===== src/hdl/sprite_pkg.sv =====
package sprite_pkg;

    // --------------------------------------------------------------------
    // Fixed-point format
    // --------------------------------------------------------------------
    localparam int INT_BITS  = 12;                   // Pixel part
    localparam int FRAC_BITS = 24;                   // Sub-pixel part
    localparam int FX_BITS   = INT_BITS + FRAC_BITS; // Q12.24 total

    typedef logic [INT_BITS-1:0] pos_t;    // Pixel coordinate
    typedef logic [FX_BITS-1:0]  pos_fx_t; // Integer part sits in the top 12 bits
    typedef logic [3:0]          photo_t;

    localparam int NUM_SPRITES_MAX = 8;
    typedef logic [$clog2(NUM_SPRITES_MAX)-1:0] sprite_id_t;

    typedef enum logic [2:0] {
        IDLE,
        WALK,
        SNIFF,
        JUMP,
        FALL
    } motion_state_t;

    localparam pos_t HOME_Y = 12'd595; // Ground row shared by every sprite

    // Routine thresholds in pixels
    localparam pos_t WALK_END_X  = 12'd650; // Walk while x >= this
    localparam pos_t SNIFF_END_X = 12'd653; // Sniff while x < this
    localparam pos_t JUMP_TOP_Y  = 12'd450; // Rise while y > this
    localparam pos_t FALL_END_Y  = 12'd600; // Drop while y < this

    // Step sizes in Q12.24 LSBs, sign applied by the engine
    localparam pos_fx_t WALK_DX  = 36'd26; // Left
    localparam pos_fx_t SNIFF_DX = 36'd1;  // Right
    localparam pos_fx_t JUMP_DX  = 36'd20; // Left
    localparam pos_fx_t JUMP_DY  = 36'd70; // Up
    localparam pos_fx_t FALL_DX  = 36'd20; // Left
    localparam pos_fx_t FALL_DY  = 36'd50; // Down

    // Photo indices, walk cycles through 0..WALK_FRAMES-1
    localparam int     WALK_FRAMES = 6;
    localparam photo_t PHOTO_HOME  = 4'd0;
    localparam photo_t PHOTO_SNIFF = 4'd6;
    localparam photo_t PHOTO_JUMP  = 4'd7;
    localparam photo_t PHOTO_FALL  = 4'd8;

    typedef struct packed {
        pos_t   xpos;
        pos_t   ypos;
        photo_t photo;
    } sprite_report_t;

endpackage


===== src/hdl/sprite_report_if.sv =====
`timescale 1ns/1ps

// Four-phase report link from one motion engine to the collector
interface sprite_report_if;
    import sprite_pkg::*;

    logic           req;     // Raised by the engine with a fresh report
    logic           ack;     // Raised by the collector once the record is taken
    sprite_report_t payload; // Held from req rise until ack falls

    // Engine side owns req and the payload
    modport engine (
        output req,
        output payload,
        input  ack
    );

    // Collector side only answers
    modport collector (
        input  req,
        input  payload,
        output ack
    );

endinterface


===== src/hdl/frame_dispatcher.sv =====
`timescale 1ns/1ps

module frame_dispatcher #(
    parameter int NUM_SPRITES = 2
) (
    input  logic                   clk,
    input  logic                   rst,
    input  logic                   frame_tick, // One pulse per video frame
    output logic [NUM_SPRITES-1:0] step_req,   // Doubles as the still-to-lower mask
    input  logic [NUM_SPRITES-1:0] step_ack
);

    // --------------------------------------------------------------------
    // Sequencer state
    // --------------------------------------------------------------------
    typedef enum logic {
        D_IDLE,
        D_STEP
    } disp_state_t;

    disp_state_t state;
    logic        step_done; // Every req lowered and every ack back low

    assign step_done = (step_req == '0) && (step_ack == '0);

    // --------------------------------------------------------------------
    // Four-phase request generation
    // --------------------------------------------------------------------
    always_ff @(posedge clk) begin
        if (rst) begin
            state    <= D_IDLE;
            step_req <= '0;
        end else begin
            case (state)
                D_IDLE: begin
                    // A tick starts a step for all engines at once
                    if (frame_tick) begin
                        step_req <= '1;
                        state    <= D_STEP;
                    end
                end
                D_STEP: begin
                    // Drop each req as soon as its own ack shows up
                    step_req <= step_req & ~step_ack;
                    if (step_done) begin
                        state <= D_IDLE; // Ticks seen in D_STEP are simply lost
                    end
                end
                default: begin
                    state    <= D_IDLE;
                    step_req <= '0;
                end
            endcase
        end
    end

endmodule


===== src/hdl/sprite_motion_engine.sv =====
`timescale 1ns/1ps

module sprite_motion_engine #(
    parameter sprite_pkg::pos_t START_X = 12'd1024 // Home column of this sprite
) (
    input  logic            clk,
    input  logic            rst,
    input  logic            game_enable, // Looked at only when a step starts
    input  logic            step_req,
    output logic            step_ack,
    sprite_report_if.engine rpt
);
    import sprite_pkg::*;

    // Home position in Q12.24
    localparam pos_fx_t HOME_X_FX = {START_X, {FRAC_BITS{1'b0}}};
    localparam pos_fx_t HOME_Y_FX = {HOME_Y, {FRAC_BITS{1'b0}}};

    motion_state_t state, state_nxt;
    pos_fx_t       x_fx, y_fx;         // Full-precision position
    pos_fx_t       x_fx_nxt, y_fx_nxt;
    pos_t          x_pix, y_pix;       // Integer pixel view
    pos_t          walk_sel;           // Walk frame before narrowing
    photo_t        photo, photo_nxt;
    logic          step_busy;          // Step taken, ack phases not finished
    logic          rpt_pending;        // Last report still in its four phases
    logic          step_start;

    assign x_pix = x_fx[FX_BITS-1:FRAC_BITS];
    assign y_pix = y_fx[FX_BITS-1:FRAC_BITS];

    // Back-pressure from the collector stalls the next step here
    assign step_start = step_req && !step_busy && !rpt_pending;

    // --------------------------------------------------------------------
    // Routine next state
    // --------------------------------------------------------------------
    always_comb begin
        case (state)
            IDLE:    state_nxt = game_enable ? WALK : IDLE;
            WALK:    state_nxt = (x_pix >= WALK_END_X) ? WALK : SNIFF;
            SNIFF:   state_nxt = (x_pix < SNIFF_END_X) ? SNIFF : JUMP;
            JUMP:    state_nxt = (y_pix > JUMP_TOP_Y) ? JUMP : FALL;
            FALL:    state_nxt = (y_pix < FALL_END_Y) ? FALL : IDLE;
            default: state_nxt = IDLE;
        endcase
    end

    // --------------------------------------------------------------------
    // Position step and photo, chosen by the new state
    // --------------------------------------------------------------------
    always_comb begin
        walk_sel = (x_pix >> 4) % pos_t'(WALK_FRAMES); // Pre-step column picks the frame
        case (state_nxt)
            IDLE: begin
                x_fx_nxt  = HOME_X_FX; // Back home
                y_fx_nxt  = HOME_Y_FX;
                photo_nxt = PHOTO_HOME;
            end
            WALK: begin
                x_fx_nxt  = x_fx - WALK_DX;
                y_fx_nxt  = y_fx;
                photo_nxt = walk_sel[3:0];
            end
            SNIFF: begin
                x_fx_nxt  = x_fx + SNIFF_DX; // Creep forward a hair
                y_fx_nxt  = y_fx;
                photo_nxt = PHOTO_SNIFF;
            end
            JUMP: begin
                x_fx_nxt  = x_fx - JUMP_DX;
                y_fx_nxt  = y_fx - JUMP_DY; // Screen y grows downward
                photo_nxt = PHOTO_JUMP;
            end
            FALL: begin
                x_fx_nxt  = x_fx - FALL_DX;
                y_fx_nxt  = y_fx + FALL_DY;
                photo_nxt = PHOTO_FALL;
            end
            default: begin
                x_fx_nxt  = x_fx;
                y_fx_nxt  = y_fx;
                photo_nxt = photo;
            end
        endcase
    end

    // Motion registers move once per accepted step
    always_ff @(posedge clk) begin
        if (rst) begin
            state <= IDLE;
            x_fx  <= HOME_X_FX;
            y_fx  <= HOME_Y_FX;
            photo <= PHOTO_HOME;
        end else if (step_start) begin
            state <= state_nxt;
            x_fx  <= x_fx_nxt;
            y_fx  <= y_fx_nxt;
            photo <= photo_nxt;
        end
    end

    // --------------------------------------------------------------------
    // Step handshake toward the dispatcher
    // --------------------------------------------------------------------
    always_ff @(posedge clk) begin
        if (rst) begin
            step_busy <= 1'b0;
            step_ack  <= 1'b0;
        end else begin
            if (step_start) begin
                step_busy <= 1'b1;
            end else if (step_busy && step_req && !step_ack) begin
                step_ack <= 1'b1;  // One cycle after the new position lands
            end else if (step_ack && !step_req) begin
                step_ack  <= 1'b0; // Last phase, ready for the next frame
                step_busy <= 1'b0;
            end
        end
    end

    // --------------------------------------------------------------------
    // Report handshake toward the collector
    // --------------------------------------------------------------------
    always_ff @(posedge clk) begin
        if (rst) begin
            rpt.req     <= 1'b0;
            rpt_pending <= 1'b0;
        end else begin
            if (step_start) begin
                rpt.req     <= 1'b1; // Same edge as the position update
                rpt_pending <= 1'b1;
            end else if (rpt.req && rpt.ack) begin
                rpt.req <= 1'b0;
            end else if (rpt_pending && !rpt.req && !rpt.ack) begin
                rpt_pending <= 1'b0;
            end
        end
    end

    // Registers only change on a step start, so the payload holds while pending
    assign rpt.payload = '{xpos: x_pix, ypos: y_pix, photo: photo};

endmodule


===== src/hdl/report_collector.sv =====
`timescale 1ns/1ps

module report_collector #(
    parameter int NUM_SPRITES = 2
) (
    input  logic                      clk,
    input  logic                      rst,
    sprite_report_if.collector        rpt [NUM_SPRITES],
    output logic                      out_valid,
    input  logic                      out_ready,
    output sprite_pkg::sprite_id_t    out_id,
    output sprite_pkg::pos_t          out_xpos,
    output sprite_pkg::pos_t          out_ypos,
    output sprite_pkg::photo_t        out_photo
);
    import sprite_pkg::*;

    localparam sprite_id_t LAST_ID = sprite_id_t'(NUM_SPRITES - 1);

    typedef enum logic [1:0] {
        C_WAIT, // Waiting for the selected engine's req
        C_SHOW, // Record on the output, out_valid high
        C_ACK   // Ack high until the engine drops req
    } coll_state_t;

    coll_state_t            state;
    sprite_id_t             ptr;         // Round-robin pointer
    logic [NUM_SPRITES-1:0] sel;         // One-hot form of ptr
    logic [NUM_SPRITES-1:0] req_vec;
    logic [NUM_SPRITES-1:0] ack_vec;
    sprite_report_t         payload_arr [NUM_SPRITES];
    sprite_report_t         cur_rpt;
    logic                   cur_req;

    // Flatten the interface array so it can be muxed by ptr
    for (genvar g = 0; g < NUM_SPRITES; g++) begin : g_link
        assign req_vec[g]     = rpt[g].req;
        assign payload_arr[g] = rpt[g].payload;
        assign rpt[g].ack     = ack_vec[g];
    end

    always_comb begin
        cur_rpt = '0;
        for (int i = 0; i < NUM_SPRITES; i++) begin
            sel[i] = (ptr == sprite_id_t'(i));
            if (sel[i]) begin
                cur_rpt = payload_arr[i];
            end
        end
    end

    assign cur_req   = |(req_vec & sel);
    assign out_valid = (state == C_SHOW);

    // --------------------------------------------------------------------
    // Pointer and handshake control
    // --------------------------------------------------------------------
    always_ff @(posedge clk) begin
        if (rst) begin
            state   <= C_WAIT;
            ptr     <= '0;
            ack_vec <= '0;
        end else begin
            case (state)
                C_WAIT: if (cur_req) state <= C_SHOW;
                C_SHOW: begin
                    if (out_ready) begin // Record taken downstream
                        ack_vec <= sel;
                        state   <= C_ACK;
                    end
                end
                C_ACK: begin
                    if (!cur_req) begin
                        ack_vec <= '0;
                        ptr     <= (ptr == LAST_ID) ? '0 : ptr + 1'b1;
                        state   <= C_WAIT;
                    end
                end
                default: state <= C_WAIT;
            endcase
        end
    end

    // Output record, loaded once and held through stalls
    always_ff @(posedge clk) begin
        if (state == C_WAIT && cur_req) begin
            out_id    <= ptr;
            out_xpos  <= cur_rpt.xpos;
            out_ypos  <= cur_rpt.ypos;
            out_photo <= cur_rpt.photo;
        end
    end

endmodule


===== src/hdl/sprite_anim_top.sv =====
`timescale 1ns/1ps

module sprite_anim_top #(
    parameter int NUM_SPRITES = 2
) (
    input  logic                   clk,
    input  logic                   rst,
    input  logic                   game_enable,
    input  logic                   frame_tick,
    input  logic                   out_ready,
    output logic                   out_valid,
    output sprite_pkg::sprite_id_t out_id,
    output sprite_pkg::pos_t       out_xpos,
    output sprite_pkg::pos_t       out_ypos,
    output sprite_pkg::photo_t     out_photo
);
    import sprite_pkg::*;

    logic [NUM_SPRITES-1:0] step_req; // Dispatcher to engines
    logic [NUM_SPRITES-1:0] step_ack; // One bit back from each engine

    sprite_report_if rpt_if [NUM_SPRITES] ();

    // --------------------------------------------------------------------
    // Feeder
    // --------------------------------------------------------------------
    frame_dispatcher #(
        .NUM_SPRITES (NUM_SPRITES)
    ) u_dispatcher (
        .clk        (clk),
        .rst        (rst),
        .frame_tick (frame_tick),
        .step_req   (step_req),
        .step_ack   (step_ack)
    );

    // Engines start 64 pixels apart from the right edge
    for (genvar g = 0; g < NUM_SPRITES; g++) begin : g_engine
        localparam pos_t START_X_G = pos_t'(1024 - 64 * g);

        sprite_motion_engine #(
            .START_X (START_X_G)
        ) u_engine (
            .clk         (clk),
            .rst         (rst),
            .game_enable (game_enable),
            .step_req    (step_req[g]),
            .step_ack    (step_ack[g]),
            .rpt         (rpt_if[g])
        );
    end

    // Drain in sprite order
    report_collector #(
        .NUM_SPRITES (NUM_SPRITES)
    ) u_collector (
        .clk       (clk),
        .rst       (rst),
        .rpt       (rpt_if),
        .out_valid (out_valid),
        .out_ready (out_ready),
        .out_id    (out_id),
        .out_xpos  (out_xpos),
        .out_ypos  (out_ypos),
        .out_photo (out_photo)
    );

endmodule


===== config.mk =====
export PLATFORM = sky130hd
export DESIGN_NAME = sprite_anim_top
export DESIGN_NICKNAME = d
export VERILOG_FILES = /design/src/hdl/sprite_pkg.sv /design/src/hdl/sprite_report_if.sv /design/src/hdl/frame_dispatcher.sv /design/src/hdl/sprite_motion_engine.sv /design/src/hdl/report_collector.sv /design/src/hdl/sprite_anim_top.sv
export SDC_FILE = /design/constraint.sdc
export NUM_CORES = 1
export LEC_CHECK = 0
export BUFFER_PORTS_ARGS = -buffer_cell sky130_fd_sc_hd__buf_2
export CAP_MARGIN = 40
export CORE_MARGIN = 2
export CORE_UTILIZATION = 35
export DETAILED_ROUTE_END_ITERATION = 6
export PLACE_DENSITY = 0.59
export REMOVE_ABC_BUFFERS = 1
export SLEW_MARGIN = 20
export SYNTH_ARGS = -nofsm -noshare
export SYNTH_HDL_FRONTEND = slang
export SYNTH_HIERARCHICAL = 1
export SYNTH_SLANG_ARGS = --single-unit

===== constraint.sdc =====
create_clock -name clk -period 5.9 [get_ports clk]
set_input_delay 0.885 -clock clk [delete_from_list [all_inputs] [get_ports clk]]
set_output_delay 0.885 -clock clk [all_outputs]
set_load 0.02 [all_outputs]

==> summary.md <==
| Metric | Value |
|---|---|
| Most frequent cells in the layout | `nor2_1 (242), a21oi_1 (213), dfxtp_1 (174)` |
| Clock Latency Late Sink | `560 ps` |
| Antenna violations before repair | `0` |
| Die Ht | `219 um` |
| First-pass GRT wire length | `78.8 mm` |
| Drt drc | `0` |
| R2R Path Start | `g_engine[1].u_engine/y_fx[27]$_SDFFE_PP0P_` |
| Hold crit path type | `register to register` |
| Worst setup path category | `register to register` |
| CP arrival | `around 5200 ps` |
| Status | `finished clean` |
| Sink Count | `slightly above 200` |
| Post-CTS Resized | `0` |
| Grt total ovfl | `0` |
| Startpoint Class | `register` |
| Hpwl dp | `32.6 mm` |
| Initial drt markers | `approximately 1.2k` |
| Critical Path Max Stage Delay | `around 570 ps` |
| Largest net degree at the start of global routing | `between 90 and 100` |
| Pwr dens | `between 200 and 300 nW/um^2` |
| Final worst slack | `~1100 ps` |
| Hold_sp | `g_engine[0].u_engine/photo[0]$_SDFFE_PP0P_` |
| Die Footprint | `a little under 50000 um^2` |
| CTS buffer count | `27` |
| Leakage power | `approximately 6.3 nW` |
| CTS tree | `yes` |
| Sequential-to-total area share from yosys stat | `a little over a quarter` |
| CTS H-tree depth | `1` |
| FP Rows | `between 70 and 80` |
| Setup TNS | `0 ps` |
| Final slew viol count | `0` |
| Reg2reg setup slack | `about 1100 ps` |
| Port Buffers | `36` |
| Fin crit share | `about four fifths` |
| Peak VDD IR | `~190 uV` |
| CP required | `approximately 6400 ps` |
| DR vias/cell | `~6` |
| CP Capture Type | `register` |
| Die X | `approximately 220 um` |
| CP max-delay cell | `nor4b_2` |
| Worst Hold Path Cells | `2` |
| Vias in the first global route | `~15k` |
| Setup Fix Bufs, Post-CTS | `0` |
| Cells after Synth | `~2.1k` |
| DRT antenna net count | `0` |
| Via count | `around 16k` |
| Top_reg_cell synth | `dfxtp_1` |
| Dpl ws | `approximately 1200 ps` |
| Max Cap Violations | `0` |
| Final Util | `37.7%` |
| Final net count | `2103` |
| CTS max path bufs | `3` |
| Worst slew margin | `roughly 45%` |
| Design Area, Final | `approximately 17000 um^2` |
| Share of layout cells above drive strength 1 | `around 9%` |
| # diodes | `0` |
| Worst Path Max Fanout | `19` |
| Crit path cell chain | `nor4_1 > a21oi_1 > nor4b_2 > a21o_1 > inv_1 > buf_4 > ha_1 > and3_1 > nand2_1 > a2111oi_0 > a21boi_0 > o31a_1 > o21a_1 > nor2_1 > o21ai_0 > mux2_2` |
| Initial Utilization | `between 30% and 40%` |
| Worst Tran Pin Value | `about 830 ps` |
| FF+latch count, synth | `about 210` |
| IO Count | `37` |
| Post-synthesis cell area | `between 15000 and 20000 um^2` |
| DRT Pass-1 Iters | `6` |
| Max Clock Freq | `around 210 MHz` |
| Crit path max-delay family | `compound AO/OA/AOI/OAI gates` |
| Drt total wl | `48.6 mm` |
| Worst hold endpoint | `g_engine[0].u_engine/photo[0]$_SDFFE_PP0P_` |
| Routed length per instance | `18.4 um` |
| Root Driver | `clkbuf_16` |
| Final setup violation count | `0` |
| GRT Util Overall | `around a fifth` |
| Min Tclk post-route | `approximately 4800 ps` |
| Worst flop-to-flop path endpoint | `g_engine[1].u_engine/y_fx[35]$_SDFFE_PP0P_` |
| Core area | `45600 um^2` |
| Crit path buffers/inverters | `2` |
| Area Growth Syn to Fin | `5.89%` |
| Synth warn | `6` |
| RSZ-0062 raised after global routing | `no` |
| Hold Violations, Final | `0` |
| Post-synth EDFFs | `31` |
| Worst reg2reg path depth | `16` |
| Clk_skew | `roughly 11 ps` |
| GP Congestion | `0.940` |
| Most common cell after layout, fill and taps aside | `nor2_1` |
| Placed Area | `about 16000 um^2` |
| Clock transition at path regs | `60 ps` |
| FFs w/ async S/R, synth | `0%` |
| Distinct cells, synth | `113` |
| Avg Cell Area, Syn | `approximately 7.6 um^2` |
| Post-CTS Hold Buffers | `0` |
## metrics by stage
step	total power [mW]	instances	hold slack [ps]
after CTS	5.05	2643	455
final	5.03	2644	452
after global placement	3.30	2590	440
after floorplan	2.87	1932	426
after detailed placement	3.33	2594	447
after global routing	5.34	2644	484
## layout make-up
type	count	area, um^2
clock buffer	32	736
tap	600	751
multi-input combinational	1686	10600
sequential	205	4410
inverter	41	154
timing repair buffer	63	398
fill	4700	28400
clock inverter	17	169
## cell families (layout without fill, tap and decap cells)
| group | Yosys count | after routing | share of synthesized area, % |
|---|---|---|---|
| compound gates | 729 | 729 | 29.9 |
| flops | 205 | 205 | 27.2 |
| buf+inv | 235 | 153 | 7.96 |
| xor+xnor | 67 | 67 | 3.61 |
| fa+ha+maj | 74 | 74 | 5.70 |
| mux | 13 | 13 | 0.879 |
| simple gates | 803 | 803 | 24.8 |
## state kept, by name, summed over array words and instances (netlist names)
name                           cells
u_collector/out_ypos              12
g_engine.u_engine/y_fx            70
g_engine.u_engine/state            6
g_engine.u_engine/step_busy        2
u_collector/out_xpos              12
u_dispatcher/step_req              2
g_engine.u_engine/rpt_pending      2
u_collector/out_photo              4
g_engine.u_engine/x_fx            72
u_collector/state                  2
g_engine.u_engine/rpt.req          2
u_dispatcher/state                 1
u_collector/out_id                 3
u_collector/ptr                    3
u_collector/ack_vec                2
g_engine.u_engine/step_ack         2
g_engine.u_engine/photo            8
## synth_stat cells, drive strengths merged, types with 36 or more instances
cell type	n	area share [%]
nor3	109	3.7
a21oi	217	6.9
nand3	79	2.4
xnor2	44	2.4
clkbuf	80	1.9
nand2	156	3.6
buf	114	5.1
inv	41	0.95
a31oi	36	1.5
dfxtp	174	21
a22o	36	1.9
nor2	249	5.9
ha	74	5.7
o21ai	157	4.9
## metal layers
metal  part of all wire [%]  up-vias  GRT usage [%]
met5                      0        -              0
met4                    3.6        0           7.66
met3                    5.9      109           2.70
met2                     46      515           32.2
met1                     44     7600           26.2
li1                       -     7698              -
## worst reg2reg max path, cell delays in order, from the launching register on
cell and delay (ps):
dfxtp_1 350, nor4_1 320, a21oi_1 160, nor4b_2 570, a21o_1 350, inv_1 290, buf_4 310, ha_1 420
and3_1 230, nand2_1 60, a2111oi_0 350, a21boi_0 300, o31a_1 200, o21a_1 120, nor2_1 50, o21ai_0 210
mux2_2 360
## how the worst max path moves through the flow
stage,startpoint,slack [ps],cells past startpoint,end
global placement,g_engine[1].u_engine/y_fx[27]$_SDFFE_PP0P_,1330,16,g_engine[1].u_engine/y_fx[35]$_SDFFE_PP0P_
floorplan,g_engine[0].u_engine/y_fx[28]$_SDFFE_PP1P_,1370,15,g_engine[0].u_engine/y_fx[31]$_SDFFE_PP0P_
finish,g_engine[1].u_engine/y_fx[27]$_SDFFE_PP0P_,1140,16,g_engine[1].u_engine/y_fx[35]$_SDFFE_PP0P_
detailed placement,g_engine[1].u_engine/y_fx[27]$_SDFFE_PP0P_,1150,16,g_engine[1].u_engine/y_fx[35]$_SDFFE_PP0P_
CTS,g_engine[1].u_engine/y_fx[27]$_SDFFE_PP0P_,1120,16,g_engine[1].u_engine/y_fx[35]$_SDFFE_PP0P_
global route,g_engine[1].u_engine/y_fx[26]$_SDFFE_PP0P_,730,15,g_engine[1].u_engine/y_fx[34]$_SDFFE_PP0P_
## where the power goes
group / internal [mW] / total (mW) / leakage, nW / switching, mW
logic: 0.619 / 1.71 / 4.17 / 1.09
clock network: 1.02 / 1.69 / 0.435 / 0.672
registers: 1.50 / 1.64 / 1.69 / 0.137
No activity file was read; power rests on OpenSTA's default activity.
